### src/cache_defines.svh
`ifndef CACHE_DEFINES_SVH
`define CACHE_DEFINES_SVH

//////////////////////////////////////////////////////////////////////
// Word and address widths
//////////////////////////////////////////////////////////////////////

`define CACHE_WORD_W        32
`define CACHE_ADDR_W        32

// Address fields, tag on top of index on top of the line offset
`define CACHE_TAG_W         21
`define CACHE_INDEX_W       7

//////////////////////////////////////////////////////////////////////
// Geometry
//////////////////////////////////////////////////////////////////////

`define CACHE_SETS          128
`define CACHE_WAYS          4
`define CACHE_WAY_W         2
`define CACHE_LINE_WORDS    4

// Saturating replacement age per way
`define CACHE_AGE_W         2

`endif
### src/cache_pkg.sv
`default_nettype none

`include "cache_defines.svh"

package cache_pkg;

    // Request address, raw or split into its cache fields
    typedef union packed {
        logic [`CACHE_ADDR_W-1:0] raw;
        struct packed {
            logic [`CACHE_TAG_W-1:0]                tag;
            logic [`CACHE_INDEX_W-1:0]              index;
            logic [$clog2(`CACHE_LINE_WORDS)-1:0]   word_off;
            logic [$clog2(`CACHE_WORD_W/8)-1:0]     byte_off;
        } f;
    } cache_addr_u;

    // Data word, whole or as byte lanes (lane 0 is the low byte)
    typedef union packed {
        logic [`CACHE_WORD_W-1:0]       raw;
        logic [`CACHE_WORD_W/8-1:0][7:0] bytes;
    } word_bytes_u;

endpackage

`default_nettype wire

### src/load_align.sv
`default_nettype none

`include "cache_defines.svh"

module load_align import cache_pkg::*;
(
    input  wire word_bytes_u                rd_word,
    input  wire cache_addr_u                cpu_addr,
    input  wire                             cpu_lb,
    input  wire                             cpu_lbu,
    output logic [`CACHE_WORD_W-1:0]        cpu_rdata
);

    logic [7:0] lane;

    assign lane = rd_word.bytes[cpu_addr.f.byte_off];

    always_comb
    begin
        if (cpu_lb)
            cpu_rdata = {{(`CACHE_WORD_W-8){lane[7]}}, lane};
        else if (cpu_lbu)
            cpu_rdata = {{(`CACHE_WORD_W-8){1'b0}}, lane};
        else
            // Plain word load
            cpu_rdata = rd_word.raw;
    end

endmodule

`default_nettype wire

### config.mk
export PLATFORM = sky130hd
export DESIGN_NAME = load_align
export DESIGN_NICKNAME = d
export VERILOG_FILES = /design/src/cache_pkg.sv /design/src/load_align.sv
export VERILOG_INCLUDE_DIRS = /design/src
export SDC_FILE = /design/constraint.sdc
export NUM_CORES = 1
export LEC_CHECK = 0
export ABC_AREA = 1
export BUFFER_PORTS_ARGS = -buffer_cell sky130_fd_sc_hd__buf_4
export CORE_MARGIN = 10
export CORE_UTILIZATION = 32
export DETAILED_ROUTE_END_ITERATION = 8
export PLACE_DENSITY = 0.95
export SYNTH_ARGS = -nofsm -noshare
export SYNTH_HDL_FRONTEND = slang
export SYNTH_SLANG_ARGS = --single-unit
### constraint.sdc
create_clock -name vclk -period 1.9
set_input_delay 0.095 -clock vclk [all_inputs]
set_output_delay 0.095 -clock vclk [all_outputs]
set_load 0.01 [all_outputs]
==> impl_metrics.csv <==
group,metric,value,unit
run_status,status,"finished, final reports clean",
worst_setup_path,cp_common_cell,"nand2_1",
die,die_h,63.1,µm
worst_setup_path,worstPathMaxFanout,24,
timing,finalCritPeriodShare,0.640,
die,die-width,63.1,µm
min_path,hold_class,"primary input to output port",
timing,slew_headroom,0.806,
timing,max_slew.worst_pin.slew,291,ps
worst_setup_path,crit_buf_inv,3,
layout,final_util,0.627,
flow_run,maxCapViolCount,0,
global_routing,overflow,0,
placed_design,portBuffers,68,
route,drt-pass1-iter-count,4,
global_routing,antenna_found_initial,0,
global_routing,grtUsageTotal,0.126,
logic_synthesis,synth_area_per_cell,4.28,µm²
worst_setup_path,path_cells,"buf_4, inv_2, nand2_1, nand2_1, nand3_4, nand2_1, buf_4",
route,vias,988,
layout,antenna_cells,0,
logic_synthesis,syn_inst,139,
route,drc,0,
timing,fmax,0.823,GHz
layout,nets,270,
min_path,hold_end,"cpu_rdata[0]",
min_path,hold_depth,4,
worst_setup_path,crit_start,"cpu_addr[0]",
timing,whs,466,ps
timing,setup_slack,685,ps
route,wl,2600,µm
global_routing,grt_pass1_wl,4440,µm
route,drt_iter0_markers,14,
die,start_util,0.341,
layout,fillers,175,
logic_synthesis,syn-cell-area,594,µm²
placed_design,dpl_worst_slack,676,ps
route,detail-route-antenna-nets,0,
placed_design,gp_congestion,0.682,
logic_synthesis,ys_warn_count,0,
clock_tree,cts_setup_buffers,0,
worst_setup_path,critPathArrivalTime,1120,ps
timing,rsz0062_at_grt,"false",
layout,area_growth,84.2,%
logic_synthesis,synth_top_area_share,0.651,
power_and_ir_drop,vdd_ir_drop_max,0.161,mV
logic_synthesis,synth_area_leader_cell,"nand2_1",
layout,seq_area,0,µm²
die,fp-row-count,15,
timing,layout_min_cycle_time,1220,ps
worst_setup_path,crit_type,"primary input to output port",
global_routing,grt_pass1_vias,1027,
logic_synthesis,synthTopCellsByArea,"nand2_1 65%, inv_1 8.8%, nand3_1 6.7%",
placed_design,hpwl,2230,µm
clock_tree,cts_resized,0,
power_and_ir_drop,p_per_area,299,nW/µm²
worst_setup_path,worst_setup_path_start_kind,"primary input",
logic_synthesis,syn-num-nets,205,
min_path,min_from,"rd_word[0]",
die,core_area,1750,µm²
worst_setup_path,slowest_stage,"nand3_4",
timing,fin_tns_setup,0,ps
worst_setup_path,slowest_delay,240,ps
route,avgViaCountPerCell,4.35,
logic_synthesis,synth-seq-area-share,0,
timing,drv_slew,0,
layout,multi_input_area,485,µm²
layout,layout-drive-gt1-share,0.376,
timing,setup_viol,0,
logic_synthesis,ys_types,12,
layout,seq_cells,0,
worst_setup_path,crit_path_end_kind,"output port",
timing,hold_viol,0,
die,ios,98,
power_and_ir_drop,finalPower,0.327,mW
layout,num-clock-buffers,0,
clock_tree,cts-hold-fix-buffers,0,
die,die_area,3980,µm²
global_routing,grt_max_degree,25,
route,wl_per_cell,11.4,µm
power_and_ir_drop,leakage,0.757,nW
worst_setup_path,worstPathRequired,1800,ps
worst_setup_path,critical_path.top_delay_family,"simple AND/OR/NAND/NOR gates",
report_power, final:
group          internal [mW]  switching (mW)  leakage [nW]  total (mW)
combinational          0.165           0.162         0.757       0.327
clock                      0               0             0           0
sequential                 0               0             0           0
cells by family after synthesis:
group | after synthesis | share of synthesized area
compound gates | 2 | 0.0232
buf+inv | 22 | 0.183
simple gates | 115 | 0.794
tightest hold or removal path, stage by stage:
cell     delay [ps]
buf_4            70
nand2_1          40
nand2_1          50
buf_4           110
cell type report:
class                           count  area share
Inverter                           16      0.0549
Multi-Input combinational cell    117       0.443
Timing Repair Buffer               69       0.473
Tap cell                           25      0.0286
stage by stage:
stage	instance area (µm²)	cells
after floorplan	594	139
after global placement	1090	227
after detailed placement	1090	227
after CTS	1090	227
after global routing	1090	227
final	1090	227
per-layer routing:
layer  vias up  GRT usage  part of all wire
met3         0     0.0601              0.12
met4         0          0                 0
met1       407      0.133              0.41
li1        537          -                 -
met5         -          0                 0
met2        44      0.234              0.47
cells in the mapped netlist:
cell type	n
buf_2	3
nand2_1	103
nand3_1	8
nor2_2	1
nand3_4	1
nand3_2	1
nor2_4	1
a21oi_1	1
o21ai_2	1
inv_2	2
inv_1	14
buf_6	3
worst max-delay path by stage:
stage	cells after the start	endpoint	slack [ps]
final	7	cpu_rdata[24]	680
after global routing	7	cpu_rdata[24]	520
after CTS	7	cpu_rdata[21]	670
after detailed placement	7	cpu_rdata[21]	680
after global placement	7	cpu_rdata[17]	680
after floorplan	6	cpu_rdata[11]	1060
cell usage in the layout, fill, tap and decap left out:
cell type / Yosys / layout
inv_2: 2 / 2
nand3_1: 8 / 8
nand3_4: 1 / 1
nand3_2: 1 / 1
buf_4: 0 / 69
inv_1: 14 / 14
a21oi_1: 1 / 1
o21ai_2: 1 / 1
nor2_4: 1 / 1
nand2_1: 103 / 103
nor2_2: 1 / 1
Note: power is estimated with default switching activity, not from simulation.
