===== src/cache_defines.svh =====
`ifndef CACHE_DEFINES_SVH
`define CACHE_DEFINES_SVH

//////////////////////////////////////////////////////////////////////
// Word and address widths
//////////////////////////////////////////////////////////////////////

`define CACHE_WORD_W        32
`define CACHE_ADDR_W        32

// Address fields, tag on top of index on top of the line offset
`define CACHE_TAG_W         21
`define CACHE_INDEX_W       7

//////////////////////////////////////////////////////////////////////
// Geometry
//////////////////////////////////////////////////////////////////////

`define CACHE_SETS          128
`define CACHE_WAYS          4
`define CACHE_WAY_W         2
`define CACHE_LINE_WORDS    4

// Saturating replacement age per way
`define CACHE_AGE_W         2

`endif

===== src/cache_pkg.sv =====
`default_nettype none

`include "cache_defines.svh"

package cache_pkg;

    // Request address, raw or split into its cache fields
    typedef union packed {
        logic [`CACHE_ADDR_W-1:0] raw;
        struct packed {
            logic [`CACHE_TAG_W-1:0]                tag;
            logic [`CACHE_INDEX_W-1:0]              index;
            logic [$clog2(`CACHE_LINE_WORDS)-1:0]   word_off;
            logic [$clog2(`CACHE_WORD_W/8)-1:0]     byte_off;
        } f;
    } cache_addr_u;

    // Data word, whole or as byte lanes (lane 0 is the low byte)
    typedef union packed {
        logic [`CACHE_WORD_W-1:0]       raw;
        logic [`CACHE_WORD_W/8-1:0][7:0] bytes;
    } word_bytes_u;

endpackage

`default_nettype wire


===== src/cache_ctrl.sv =====
`default_nettype none

`include "cache_defines.svh"

module cache_ctrl import cache_pkg::*;
(
    input  wire                                     clk,
    input  wire                                     rst,
    input  wire                                     cpu_req,
    input  wire                                     cpu_we,
    input  wire cache_addr_u                        cpu_addr,
    input  wire                                     hit,
    input  wire                                     mem_ack,
    output logic                                    cpu_ack,
    output logic                                    mem_req,
    output logic [`CACHE_ADDR_W-1:0]                mem_addr,
    output logic                                    sweep_en,
    output logic [`CACHE_INDEX_W-1:0]               sweep_set,
    output logic                                    fill_we,
    output logic [$clog2(`CACHE_LINE_WORDS)-1:0]    fill_word,
    output logic                                    store_we,
    output logic                                    tag_we,
    output logic                                    age_update
);

    localparam int BYTE_OFF_W = $clog2(`CACHE_WORD_W/8);

    localparam logic [2:0] ST_SWEEP   = 3'd0;
    localparam logic [2:0] ST_IDLE    = 3'd1;
    localparam logic [2:0] ST_LOOKUP  = 3'd2;
    localparam logic [2:0] ST_RESPOND = 3'd3;
    localparam logic [2:0] ST_REFILL  = 3'd4;

    logic [2:0] state;
    logic [2:0] state_nxt;
    logic       last_word;

    //////////////////////////////////////////////////////////////////////
    // State, sweep counter and fill counter
    //////////////////////////////////////////////////////////////////////

    always_ff @(posedge clk)
    begin
        if (rst)
        begin
            state     <= ST_SWEEP;
            sweep_set <= '0;
            fill_word <= '0;
        end
        else
        begin
            state <= state_nxt;
            if (sweep_en)
                sweep_set <= sweep_set + `CACHE_INDEX_W'(1);
            // Wraps back to word 0 after the last one of the line
            if (fill_we)
                fill_word <= fill_word + 1'b1;
        end
    end

    always_comb
    begin
        state_nxt = state;
        case (state)
            ST_SWEEP:
                if (sweep_set == `CACHE_INDEX_W'(`CACHE_SETS-1))
                    state_nxt = ST_IDLE;
            ST_IDLE:
                if (cpu_req)
                    state_nxt = ST_LOOKUP;
            ST_LOOKUP:
                state_nxt = hit ? ST_RESPOND : ST_REFILL;
            ST_RESPOND:
                state_nxt = ST_IDLE;
            ST_REFILL:
                // Line complete, look up again so the hit path answers
                if (tag_we)
                    state_nxt = ST_IDLE;
            default:
                state_nxt = ST_IDLE;
        endcase
    end

    //////////////////////////////////////////////////////////////////////
    // Strobes toward the datapath
    //////////////////////////////////////////////////////////////////////

    assign sweep_en   = (state == ST_SWEEP);
    assign cpu_ack    = (state == ST_RESPOND);
    assign age_update = (state == ST_RESPOND);
    assign store_we   = (state == ST_RESPOND) && cpu_we;

    assign last_word  = (fill_word == $clog2(`CACHE_LINE_WORDS)'(`CACHE_LINE_WORDS-1));
    assign fill_we    = (state == ST_REFILL) && mem_ack;
    assign tag_we     = fill_we && last_word;

    // Refill walks the line from word 0 upward
    assign mem_req    = (state == ST_REFILL);
    assign mem_addr   = {cpu_addr.f.tag, cpu_addr.f.index, fill_word, {BYTE_OFF_W{1'b0}}};

endmodule

`default_nettype wire


===== config.mk =====
export PLATFORM = sky130hd
export DESIGN_NAME = cache_ctrl
export DESIGN_NICKNAME = d
export VERILOG_FILES = /design/src/cache_pkg.sv /design/src/cache_ctrl.sv
export VERILOG_INCLUDE_DIRS = /design/src
export SDC_FILE = /design/constraint.sdc
export NUM_CORES = 1
export LEC_CHECK = 0
export ABC_AREA = 1
export BUFFER_PORTS_ARGS = -buffer_cell sky130_fd_sc_hd__buf_2
export CAP_MARGIN = 20
export CELL_PAD_IN_SITES_DETAIL_PLACEMENT = 1
export CELL_PAD_IN_SITES_GLOBAL_PLACEMENT = 1
export CORE_MARGIN = 3
export CORE_UTILIZATION = 20
export DETAILED_ROUTE_END_ITERATION = 12
export GPL_TIMING_DRIVEN = 0
export MAX_ROUTING_LAYER = met4
export PLACE_DENSITY = 0.72
export RECOVER_POWER = 100
export SYNTH_ARGS = -nofsm -noshare
export SYNTH_HDL_FRONTEND = slang
export SYNTH_SLANG_ARGS = --single-unit

===== constraint.sdc =====
create_clock -name clk -period 1.2 [get_ports clk]
set_input_delay 0.18 -clock clk [delete_from_list [all_inputs] [get_ports clk]]
set_output_delay 0.18 -clock clk [all_outputs]
set_load 0.005 [all_outputs]

==> results.tsv <==
metric	value	unit
die_area	5300	um2
setup_slack	-52.7	ps
p_total	1.04	mW
worstSetupPathType	reg2out	
cts_tree	done	
power_switching	0.230	mW
dp_slack	-91.7	ps
pwr-share-clk	0.433	
dp_cells	224	
vias	944	
skew	1.73	ps
die_w	72.8	um
synth.most_common_cell	buf_4	
violations	negative setup slack	
synth_top_cell_area_share	0.277	
route.detailed.wl_per_inst	10.4	um
ys_warn_count	0	
share_seq_of_total_power	0.398	
setup-violations-final	7	
async_flop_share	0	
hold_violations	0	
nets	227	
intPower	0.805	mW
hpwl	1970	um
rows	23	
cp-start-kind	flop	
htreeDepth	1	
clkLatencyLatePin	240	ps
finalHoldWorstSlack	176	ps
hold_buffers	0	
antenna_found_initial	0	
final_cell_area	1410	um2
fmax	798	MHz
port_buffers	51	
coreArea	4140	um2
postRouteAntennaNets	0	
ys_types	25	
clockBufferDepth	2	
areaGrowthSynthToFinish	57.6	%
totalWireLength	2450	um
ir_drop	0.541	mV
synth_common_cells	buf_4 (33), inv_1 (14), dfxtp_1 (12), nor2_1 (12), nand2_1 (11)	
slew_violations	0	
vias_per_cell	4.00	
p_leak	0.708	nW
grt_max_degree	8	
synth_seq_cells	12	
routabilityCongestion	0.678	
synth_edf_count	0	
r2r_slack	-20	ps
die_y	72.8	um
min-delay-path-class	in2reg	
dpl_cell_area	1210	um2
yosys.area.top_type	buf_4	
final_cells	236	
first_global_vias	906	
dr.pass1.iters	2	
min_period	1250	ps
rsz0062_at_grt	true	
yosysSeqAreaShare	0.269	
ys_top_cells_by_area	buf_4 (28%), dfxtp_1 (27%), inv_1 (5.9%), nor2_1 (5.0%), nand2_1 (4.6%)	
cts.clk_slew.worst_paths	60	ps
antenna_cells	0	
p_comb_frac	0.168	
drv_cap	0	
track_usage	0.0919	
route.detailed.drc	0	
grt_overflow	0	
clock-sinks	12	
synth_area	893	um2
ys.flop_type	dfxtp_1	
drive_gt1_frac	0.602	
grt_pass1_wl	3770	um
power_density	735	nW/um2
timing.critical_path.arrival	1070	ps
cts_buffers	3	
critPathCaptureType	output port	
critPathMaxFanout	4	
ios	86	
initial_core_util	0.216	
p_sw_frac	0.222	
outcome	complete, but fails checks	
synthCells	122	
crit_required	1020	ps
min_period_over_period	1.04	
clock-root-buffer	clkbuf_8	
syn_area_per_cell	7.32	um2
first_iter_violations	4	
==> cells by family (layout without fill, tap and decap cells) <==
group | Yosys count | after routing | share of synthesized area
other | 1 | 2 | 0.00420
XOR/XNOR | 1 | 1 | 0.00981
AO/OA/AOI/OAI | 14 | 14 | 0.0826
adder cells (fa/ha/maj) | 2 | 2 | 0.0280
AND/OR/NAND/NOR | 41 | 41 | 0.251
flip-flops | 12 | 12 | 0.269
buffers and inverters | 51 | 114 | 0.356
==> metrics by stage <==
stage	util	TNS [ps]
global placement	0.293	-71.5
CTS	0.326	-359
finish	0.340	-172
floorplan	-	0
global route	0.340	-782
detailed placement	0.293	-156
==> cell type report <==
class                   count  area (um2)
plain buffers              33         248
clock buffers               4        55.1
fillers                   527        2740
inverters                  18        75.1
multi-input cells          60         392
flip-flops and latches     12         251
well taps                  50        62.6
repair buffers             59         324
==> cells in the final DEF (no fill, tap or decap), types with 2 or more instances in the layout <==
cell,count
inv_4,3
nand3_1,4
dfxtp_1,7
nand3_4,2
nand2_4,3
nor2_1,10
inv_1,14
buf_4,18
dfxtp_4,2
a21oi_1,6
clkbuf_4,22
nor3_2,3
clkbuf_1,11
conb_1,2
buf_2,37
nand2_1,9
o21ai_0,3
nor2_2,4
ha_1,2
o21ai_1,3
dfxtp_2,3
clkbuf_8,4
buf_6,4
==> power by group through the flow <==
stage	sequential [mW]	clock, mW	combinational, mW
after floorplan	0.425	0	0.103
after global placement	0.426	0	0.170
after detailed placement	0.426	0	0.175
after CTS	0.415	0.461	0.182
after global routing	0.413	0.488	0.196
final	0.412	0.449	0.174
==> metal layers <==
metal / part of all wire / vias to the layer above / track usage
met5: 0 / - / -
met4: 0.013 / 0 / 0.0307
met3: 0.11 / 4 / 0.0289
met2: 0.53 / 41 / 0.165
met1: 0.35 / 426 / 0.0939
li1: - / 473 / -
==> critical path: stages, from the launching register on <==
cell and delay, ps:
dfxtp_2 320, inv_4 90, nand2_4 50, nor2_4 100, nand2_4 70, nor2_2 80
buf_2 110
==> final timing paths <==
kind                              startpoint            to  cells after the start
worst max-delay path                state[0]        tag_we                      6
worst min-delay path                     rst      state[1]                      2
worst max register to register      state[0]      state[0]                      9
worst min register to register  fill_word[1]  fill_word[1]                      2
==> sequential cells by signal, indices dropped and copies added (netlist names) <==
signal,cells
fill_word,2
state,3
sweep_set,7
==> timing repair <==
item	CTS	global route
buffers inserted	7	1
pin swaps	2	2
resized for setup	10	17
endpoints found under the setup margin	9	15
Power figures use the tool's default switching activity.
