**config.mk**
```make
export PLATFORM = sky130hd
export DESIGN_NAME = lru_ages
export DESIGN_NICKNAME = d
export VERILOG_FILES = /design/src/cache_pkg.sv /design/src/lru_ages.sv
export VERILOG_INCLUDE_DIRS = /design/src
export SDC_FILE = /design/constraint.sdc
export NUM_CORES = 1
export LEC_CHECK = 0
export ABC_AREA = 1
export BUFFER_PORTS_ARGS = -buffer_cell sky130_fd_sc_hd__buf_2
export CORE_UTILIZATION = 55
export CTS_CLUSTER_DIAMETER = 150
export DETAILED_ROUTE_END_ITERATION = 10
export PLACE_DENSITY = 0.76
export SKIP_LAST_GASP = 1
export SYNTH_ARGS = -nofsm -noshare
export SYNTH_HDL_FRONTEND = slang
export SYNTH_SLANG_ARGS = --single-unit
```
**constraint.sdc**
```tcl
create_clock -name clk -period 13.04 [get_ports clk]
set_clock_uncertainty 0.05 [all_clocks]
set_input_delay 0 -clock clk [delete_from_list [all_inputs] [get_ports clk]]
set_output_delay 0 -clock clk [all_outputs]
set_load 0.02 [all_outputs]
```
**src/cache_defines.svh**
```systemverilog
`ifndef CACHE_DEFINES_SVH
`define CACHE_DEFINES_SVH

//////////////////////////////////////////////////////////////////////
// Word and address widths
//////////////////////////////////////////////////////////////////////

`define CACHE_WORD_W        32
`define CACHE_ADDR_W        32

// Address fields, tag on top of index on top of the line offset
`define CACHE_TAG_W         21
`define CACHE_INDEX_W       7

//////////////////////////////////////////////////////////////////////
// Geometry
//////////////////////////////////////////////////////////////////////

`define CACHE_SETS          128
`define CACHE_WAYS          4
`define CACHE_WAY_W         2
`define CACHE_LINE_WORDS    4

// Saturating replacement age per way
`define CACHE_AGE_W         2

`endif
```
**src/cache_pkg.sv**
```systemverilog
`default_nettype none

`include "cache_defines.svh"

package cache_pkg;

    // Request address, raw or split into its cache fields
    typedef union packed {
        logic [`CACHE_ADDR_W-1:0] raw;
        struct packed {
            logic [`CACHE_TAG_W-1:0]                tag;
            logic [`CACHE_INDEX_W-1:0]              index;
            logic [$clog2(`CACHE_LINE_WORDS)-1:0]   word_off;
            logic [$clog2(`CACHE_WORD_W/8)-1:0]     byte_off;
        } f;
    } cache_addr_u;

    // Data word, whole or as byte lanes (lane 0 is the low byte)
    typedef union packed {
        logic [`CACHE_WORD_W-1:0]       raw;
        logic [`CACHE_WORD_W/8-1:0][7:0] bytes;
    } word_bytes_u;

endpackage

`default_nettype wire

```
**src/lru_ages.sv**
```systemverilog
`default_nettype none

`include "cache_defines.svh"

module lru_ages import cache_pkg::*;
(
    input  wire                         clk,
    input  wire                         rst,
    input  wire cache_addr_u            cpu_addr,
    input  wire                         sweep_en,
    input  wire [`CACHE_INDEX_W-1:0]    sweep_set,
    input  wire                         age_update,
    input  wire                         hit,
    input  wire [`CACHE_WAY_W-1:0]      hit_way,
    input  wire [`CACHE_WAYS-1:0]       valid_ways,
    output logic [`CACHE_WAY_W-1:0]     access_way
);

    logic [`CACHE_AGE_W-1:0]    age_mem [`CACHE_SETS][`CACHE_WAYS];
    logic [`CACHE_AGE_W-1:0]    age_q [`CACHE_WAYS];
    logic [`CACHE_AGE_W-1:0]    age_nxt [`CACHE_WAYS];
    logic [`CACHE_AGE_W-1:0]    oldest;
    logic [`CACHE_WAY_W-1:0]    victim;

    always_ff @(posedge clk)
    begin
        if (sweep_en)
        begin
            for (int w = 0; w < `CACHE_WAYS; w++)
                age_mem[sweep_set][w] <= '0;
        end
        else if (age_update)
        begin
            for (int w = 0; w < `CACHE_WAYS; w++)
                age_mem[cpu_addr.f.index][w] <= age_nxt[w];
        end
    end

    always_ff @(posedge clk)
    begin
        for (int w = 0; w < `CACHE_WAYS; w++)
            age_q[w] <= rst ? '0 : age_mem[cpu_addr.f.index][w];
    end

    // Accessed way gets young, the others age up to the ceiling
    always_comb
    begin
        for (int w = 0; w < `CACHE_WAYS; w++)
        begin
            if (`CACHE_WAY_W'(w) == access_way)
                age_nxt[w] = '0;
            else if (age_q[w] == '1)
                age_nxt[w] = age_q[w];
            else
                age_nxt[w] = age_q[w] + 1'b1;
        end
    end

    //////////////////////////////////////////////////////////////////////
    // Victim choice
    //////////////////////////////////////////////////////////////////////

    always_comb
    begin
        victim = '0;
        oldest = '0;
        // Strict compare keeps the lowest way on a tie
        for (int w = 0; w < `CACHE_WAYS; w++)
        begin
            if (age_q[w] > oldest)
            begin
                oldest = age_q[w];
                victim = `CACHE_WAY_W'(w);
            end
        end
        // A free way beats any age
        for (int w = `CACHE_WAYS-1; w >= 0; w--)
            if (!valid_ways[w])
                victim = `CACHE_WAY_W'(w);
    end

    assign access_way = hit ? hit_way : victim;

endmodule

`default_nettype wire

```
==> results.sh, run 1 <==
export IMPL_timing_hold_violations_final=0
export IMPL_syn_num_nets=3722
export IMPL_synth_distinct_cells=30
export IMPL_port_buffers=26
export IMPL_grt_pass1_wl_um=152000
export IMPL_viasPerCell=5.84
export IMPL_worstSetupPathType="reg -> reg"
export IMPL_relSlewSlack=0.189
export IMPL_routed_wl_um=99500
export IMPL_syn2layout_area_growth_pct=8.77
export IMPL_combinationalPowerShare=0.067
export IMPL_setup_ws_ns=7.96
export IMPL_crit_path_end_kind="flop"
export IMPL_htreeDepth=3
export IMPL_worstSetupStartpointType="flop"
export IMPL_power_internal_w=0.00532
export IMPL_switching_share=0.225
export IMPL_cp_max_fo=80
export IMPL_place_ws_ns=8.01
export IMPL_coreArea_mm2=0.0762
export IMPL_grt_pass1_vias=26300
export IMPL_tns_ns=0
export IMPL_place_area_mm2=0.0432
export IMPL_syn_area_mm2=0.0425
export IMPL_drv_cap=0
export IMPL_clkLatencyLatePin_ns=0.67
export IMPL_start_util=0.558
export IMPL_ys_seq_area_frac=0.727
export IMPL_status="completed"
export IMPL_first_iter_violations=3458
export IMPL_post_route_min_period_ns=5.08
export IMPL_nNetsFinal=3662
export IMPL_root_buffer="clkbuf_16"
export IMPL_fmax_ghz=0.197
export IMPL_gr_total_overflow=0
export IMPL_die_y_um=280
export IMPL_grt_start_max_net_pins=223
export IMPL_rsz0062_at_grt="no"
export IMPL_synth_seq_cells=1032
export IMPL_setup_violations=0
export IMPL_place_hpwl_um=54700
export IMPL_cts_clk_slew_worst_paths_ns=0.06
export IMPL_syn_avg_cell_area_um2=11.6
export IMPL_gp_congestion=0.878
export IMPL_num_rows=101
export IMPL_n_antenna_cell=0
export IMPL_syn_inst=3664
export IMPL_die_w_um=280
export IMPL_die_area_mm2=0.0785
export IMPL_yosysWarningCount=0
export IMPL_p_leak_nw=16.5
export IMPL_grtUsageTotal=0.256
export IMPL_clock_sinks=1032
export IMPL_hp_class="in -> reg"
export IMPL_ios=52
export IMPL_arrival_ns=5.37
export IMPL_cts_resized=0
export IMPL_final_area_mm2=0.0463
export IMPL_vias=27500
export IMPL_clock_path_buffers=3
export IMPL_antenna_found_initial=2
export IMPL_firstDrtPassIters=5
export IMPL_drtAntennaViolNets=0
export IMPL_cts_buffers=100
export IMPL_power_density_mw_per_mm2=148
export IMPL_drv_slew=0
export IMPL_sequentialPowerShare=0.536
export IMPL_timing_hold_ws_ns=0.180
export IMPL_drc_errors=0
export IMPL_num_fill_cells=5660
export IMPL_worstPathRequired_ns=13.33
export IMPL_cts_tree="yes"
export IMPL_worstMarginPinSlew_ns=1.21
export IMPL_layout_drive_gt1_share=0.0641
export IMPL_ir_drop_v=0.000132
export IMPL_wl_per_cell_um=21.1
export IMPL_timing_final_crit_share=0.389
export IMPL_p_clk_frac=0.397
export IMPL_netSwitchingPower_w=0.00154
export IMPL_final_util=0.607
## critical path: stages (launching register included)
cell      delay, ns
dfxtp_1        0.39
inv_1          0.06
ha_1           0.30
o22ai_1        0.24
o21ai_0        0.16
ha_1           0.30
inv_1          0.04
o22ai_1        0.26
nand2_1        0.09
o21ai_0        0.09
ha_1           0.25
nand2_1        0.06
a21boi_0       0.20
nor2_1         0.08
inv_1          0.05
o21ai_0        0.07
nand2_1        0.06
nand2_1        0.07
nand3_1        0.09
nand2_1        0.13
nor2_4         0.83
buf_4          0.82
## cell families after synthesis
family	count (synthesis)	synth area share
simple gates	2338	0.236
compound gates	14	0.00288
fa+ha+maj	8	0.00235
buf+inv	272	0.0318
flops	1032	0.727
## metal layers
layer	routed length [um]	vias up	GRT usage
li1	-	12700	-
met1	39700	13200	0.353
met2	46700	1359	0.409
met3	9360	262	0.0440
met4	3690	4	0.102
met5	24	-	0
## placed cells by master (no fill, tap or decap), types with 2 or more instances in the layout
cell and n:
inv_6 3, inv_1 29, clkbuf_1 27, dfxtp_1 8
clkinv_2 12, ha_1 8, bufinv_16 5, nor3_2 8
inv_2 6, buf_2 23, clkinv_8 2, nand2_1 1204
clkinv_1 24, buf_4 37, o21ai_4 3, nor2_1 156
inv_4 2, nand3_1 940, o21ai_2 3, clkbuf_8 4
edfxtp_1 1024, inv_8 2, nor2_2 10, o21ai_0 3
or2_1 6, nor2_4 8, o22ai_1 2, dlygate4sd3_1 7
clkbuf_16 101, nand2_2 2
## metrics by stage
step / total power [W] / instances
3_5_place_dp: 0.00420 / 4525
6_report: 0.00686 / 4710
2_1_floorplan: 0.00405 / 3664
3_3_place_gp: 0.00419 / 4525
4_1_cts: 0.00687 / 4710
5_1_grt: 0.00704 / 4710
## what timing repair did
item / CTS / global route
hold endpoints to repair: 8 / 0
hold buffers: 7 / 0
setup endpoints to repair: 0 / 0
buffers inserted: 0 / 0
## final cells by class
| type | count | area, um2 | share of cell area |
|---|---|---|---|
| Sequential cell | 1032 | 30900 | 0.668 |
| Multi-Input combinational cell | 2360 | 10300 | 0.223 |
| Clock buffer | 131 | 2670 | 0.0577 |
| Tap cell | 1030 | 1290 | 0.0279 |
| Timing Repair Buffer | 70 | 512 | 0.0111 |
| Clock inverter | 47 | 374 | 0.00808 |
| Inverter | 40 | 179 | 0.00387 |
## worst paths after layout
check / startpoint / endpoint / slack, ns / cells after the start
setup / recovery: age_q[1][1] / age_mem[28][6] / 7.96 / 21
hold / removal: cpu_addr[8] / age_q[0][1] / 0.18 / 7
setup reg to reg: age_q[1][1] / age_mem[28][6] / 7.96 / 21
hold reg to reg: age_q[0][1] / age_mem[97][7] / 0.88 / 2
## sequential cells by signal (all words and copies together) (netlist names)
signal   count
age_mem   1024
age_q        8
## cells in the mapped netlist
cell      instances  area [um2]
ha_1              8         100
nand2_2           2        12.5
a22oi_1           1        7.51
buf_4            26         195
inv_1            31         116
buf_1            14        52.6
nor2b_1           1        6.26
dfxtp_1           8         160
o22ai_1           2        12.5
nor3_1            1        5.00
clkbuf_1         33         124
nand3_1         940        4700
or2_2             1        6.26
nor3_2            8        80.1
clkinv_1          1        3.75
o21ai_4           3        48.8
or2_1             6        37.5
buf_6             5        56.3
nor3b_1           1        7.51
nor2_1          164         616
inv_4             2        12.5
nand2_1        1204        4520
inv_2             6        22.5
buf_2           154         771
edfxtp_1       1024       30700
o21ai_1           1        5.00
nor2_2           10        62.6
o21ai_0           3        15.0
o21ai_2           3        26.3
a21boi_0          1        7.51
## power groups by stage
stage                     Combinational (W)  Clock [W]  Sequential, W
after CTS                          0.000452    0.00273        0.00368
after detailed placement           0.000447          0        0.00375
after global placement             0.000438          0        0.00375
final                              0.000458    0.00272        0.00368
after floorplan                    0.000296          0        0.00376
after global routing               0.000496    0.00286        0.00368
Power figures use the tool's default switching activity.
==> run 2, diff against run 1 <==
clock period = 4.85 ns   (was 13.04 ns; I/O delays follow)
==> run 2 against run 1 <==
Global-route usage increased by 1.0 points. Sequential power increased to 2.7 times the previous value. Routed wire length increased by 4.8%. Sequential share of layout area decreased by 0.45 points. Register-to-register slack got worse by 7.4 ns. Critical path depth unchanged. Core utilization increased by 0.41 points. Non-clock buffer count increased by 4. Via count increased by 2.0%. Clock power increased to 2.8 times the previous value. Combinational power increased to 2.9 times the previous value.
==> results.sh, run 2 (synthesized netlist as in run 1, its figures left out) <==
export IMPL_grt_pass1_wl_um=158000
export IMPL_worstHoldEndpoint="age_mem[90][1]"
export IMPL_power_density_mw_per_mm2=402
export IMPL_num_fill_cells=5567
export IMPL_multi_input_area_mm2=0.0103
export IMPL_worstPathRequired_ns=5.15
export IMPL_ios=52
export IMPL_timing_hold_violations_final=0
export IMPL_setup_violations=0
export IMPL_n_antenna_cell=0
export IMPL_min_from="sweep_en"
export IMPL_min_path_cells=4
export IMPL_start_util=0.558
export IMPL_cts_buffers=97
export IMPL_fin_cells=4707
export IMPL_worstMarginPinSlew_ns=1.30
export IMPL_relSlewSlack=0.130
export IMPL_mostFrequentLayoutCells="nand2_1 (1204), edfxtp_1 (1024), nand3_1 (940)"
export IMPL_arrival_ns=4.55
export IMPL_grtUsageTotal=0.267
export IMPL_vias=28100
export IMPL_drc_errors=0
export IMPL_gp_congestion=0.928
export IMPL_ir_drop_v=0.000256
export IMPL_drv_slew=0
export IMPL_root_buffer="clkbuf_16"
export IMPL_coreArea_mm2=0.0762
export IMPL_hp_class="in -> reg"
export IMPL_die_area_mm2=0.0785
export IMPL_die_w_um=280
export IMPL_rrSetupSlack_ns=0.60
export IMPL_cts_hold_buf=6
export IMPL_port_buffers=26
export IMPL_cts_resized=0
export IMPL_worstReg2RegEnd="age_mem[121][5]"
export IMPL_worstSetupPathType="reg -> reg"
export IMPL_mostFrequentLayoutCell="nand2_1"
export IMPL_ff2ff_path_depth=21
export IMPL_seqCellArea_mm2=0.0309
export IMPL_timing_hold_ws_ns=0.0921
export IMPL_crit_path_end_kind="flop"
export IMPL_post_route_min_period_ns=4.25
export IMPL_htreeDepth=3
export IMPL_drv_cap=0
export IMPL_die_y_um=280
export IMPL_grt_start_max_net_pins=214
export IMPL_cts_tree="yes"
export IMPL_syn2layout_area_growth_pct=9.51
export IMPL_timing_final_crit_share=0.876
export IMPL_num_rows=101
export IMPL_clkLatencyLatePin_ns=0.67
export IMPL_final_util=0.611
export IMPL_clock_sinks=1032
export IMPL_cp_max_fo=112
export IMPL_p_leak_nw=16.6
export IMPL_cts_clk_slew_worst_paths_ns=0.06
export IMPL_gr_total_overflow=0
export IMPL_worstSetupStartpointType="flop"
export IMPL_top_register="age_mem"
export IMPL_layout_drive_gt1_share=0.0653
export IMPL_drtAntennaViolNets=0
export IMPL_nNetsFinal=3663
export IMPL_routed_wl_um=104000
export IMPL_power_total_w=0.0187
export IMPL_antenna_found_initial=1
export IMPL_firstDrtPassIters=8
export IMPL_grt_pass1_vias=26400
export IMPL_place_inst=4530
export IMPL_clock_path_buffers=3
export IMPL_fmax_ghz=0.235
export IMPL_rsz0062_at_grt="no"
export IMPL_wl_per_cell_um=22.2
export IMPL_status="completed"
export IMPL_largest_reg_flops=1024
export IMPL_r2r_start="age_q[1][1]"
export IMPL_post_cts_setup_buffers=0
export IMPL_viasPerCell=5.96
export IMPL_top_regs="age_mem: 1024 flops, age_q: 8 flops"
export IMPL_first_iter_violations=3642
export IMPL_place_hpwl_um=59100
==> run 2: critical path: stages (launching register included) <==
cell and delay (ns):
dfxtp_1 0.38, inv_1 0.06, ha_1 0.30, o22ai_1 0.28, o21ai_0 0.16, ha_1 0.30, inv_1 0.04, o22ai_1 0.25
o21ai_0 0.13, ha_1 0.28, nand2_1 0.04, a21boi_0 0.11, nor2_1 0.12, inv_1 0.04, o21ai_0 0.16, nand2_1 0.07
nand2_1 0.10, nand2_1 0.10, nand2_1 0.08, nand2_1 0.14, nor2_4 0.19, buf_12 0.40
==> run 2: cell type report <==
type	instances	area share
multi-input combinational	2360	0.222
tap	1030	0.0277
timing repair buffer	74	0.0164
clock buffer	126	0.0554
inverter	40	0.00384
sequential	1032	0.663
clock inverter	45	0.0113
==> run 2: how the worst max path moves through the flow <==
stage	from	endpoint	slack, ns	depth (start not counted)
floorplan	age_q[1][1]	age_mem[0][0]	-0.44	20
global placement	age_q[1][1]	age_mem[63][1]	0.68	21
detailed placement	age_q[1][1]	age_mem[62][1]	0.66	19
CTS	age_q[1][1]	age_mem[126][1]	0.61	21
global route	age_q[1][1]	age_mem[127][1]	0.13	21
finish	age_q[1][1]	age_mem[121][5]	0.60	21
==> run 2: power breakdown <==
group | internal (W) | total (W) | switching, W
combinational | 0.000310 | 0.00131 | 0.000996
sequential | 0.00988 | 0.00989 | 0.0000133
clock | 0.00433 | 0.00752 | 0.00319
==> run 2: through the flow <==
step	instance area (um2)	worst slack, ns	TNS [ns]
after detailed placement	43400	0.662	0
final	46600	0.603	0
after floorplan	42600	-0.439	-224.82
after global routing	46600	0.128	0
after CTS	46600	0.610	0
after global placement	43400	0.682	0
==> run 2: per-layer routing <==
layer	vias to the layer above	track usage	routed length (um)
met5	-	0	0
met4	0	0.117	4330
met3	237	0.0480	10900
met2	1672	0.417	48900
met1	13400	0.368	40100
li1	12700	-	-
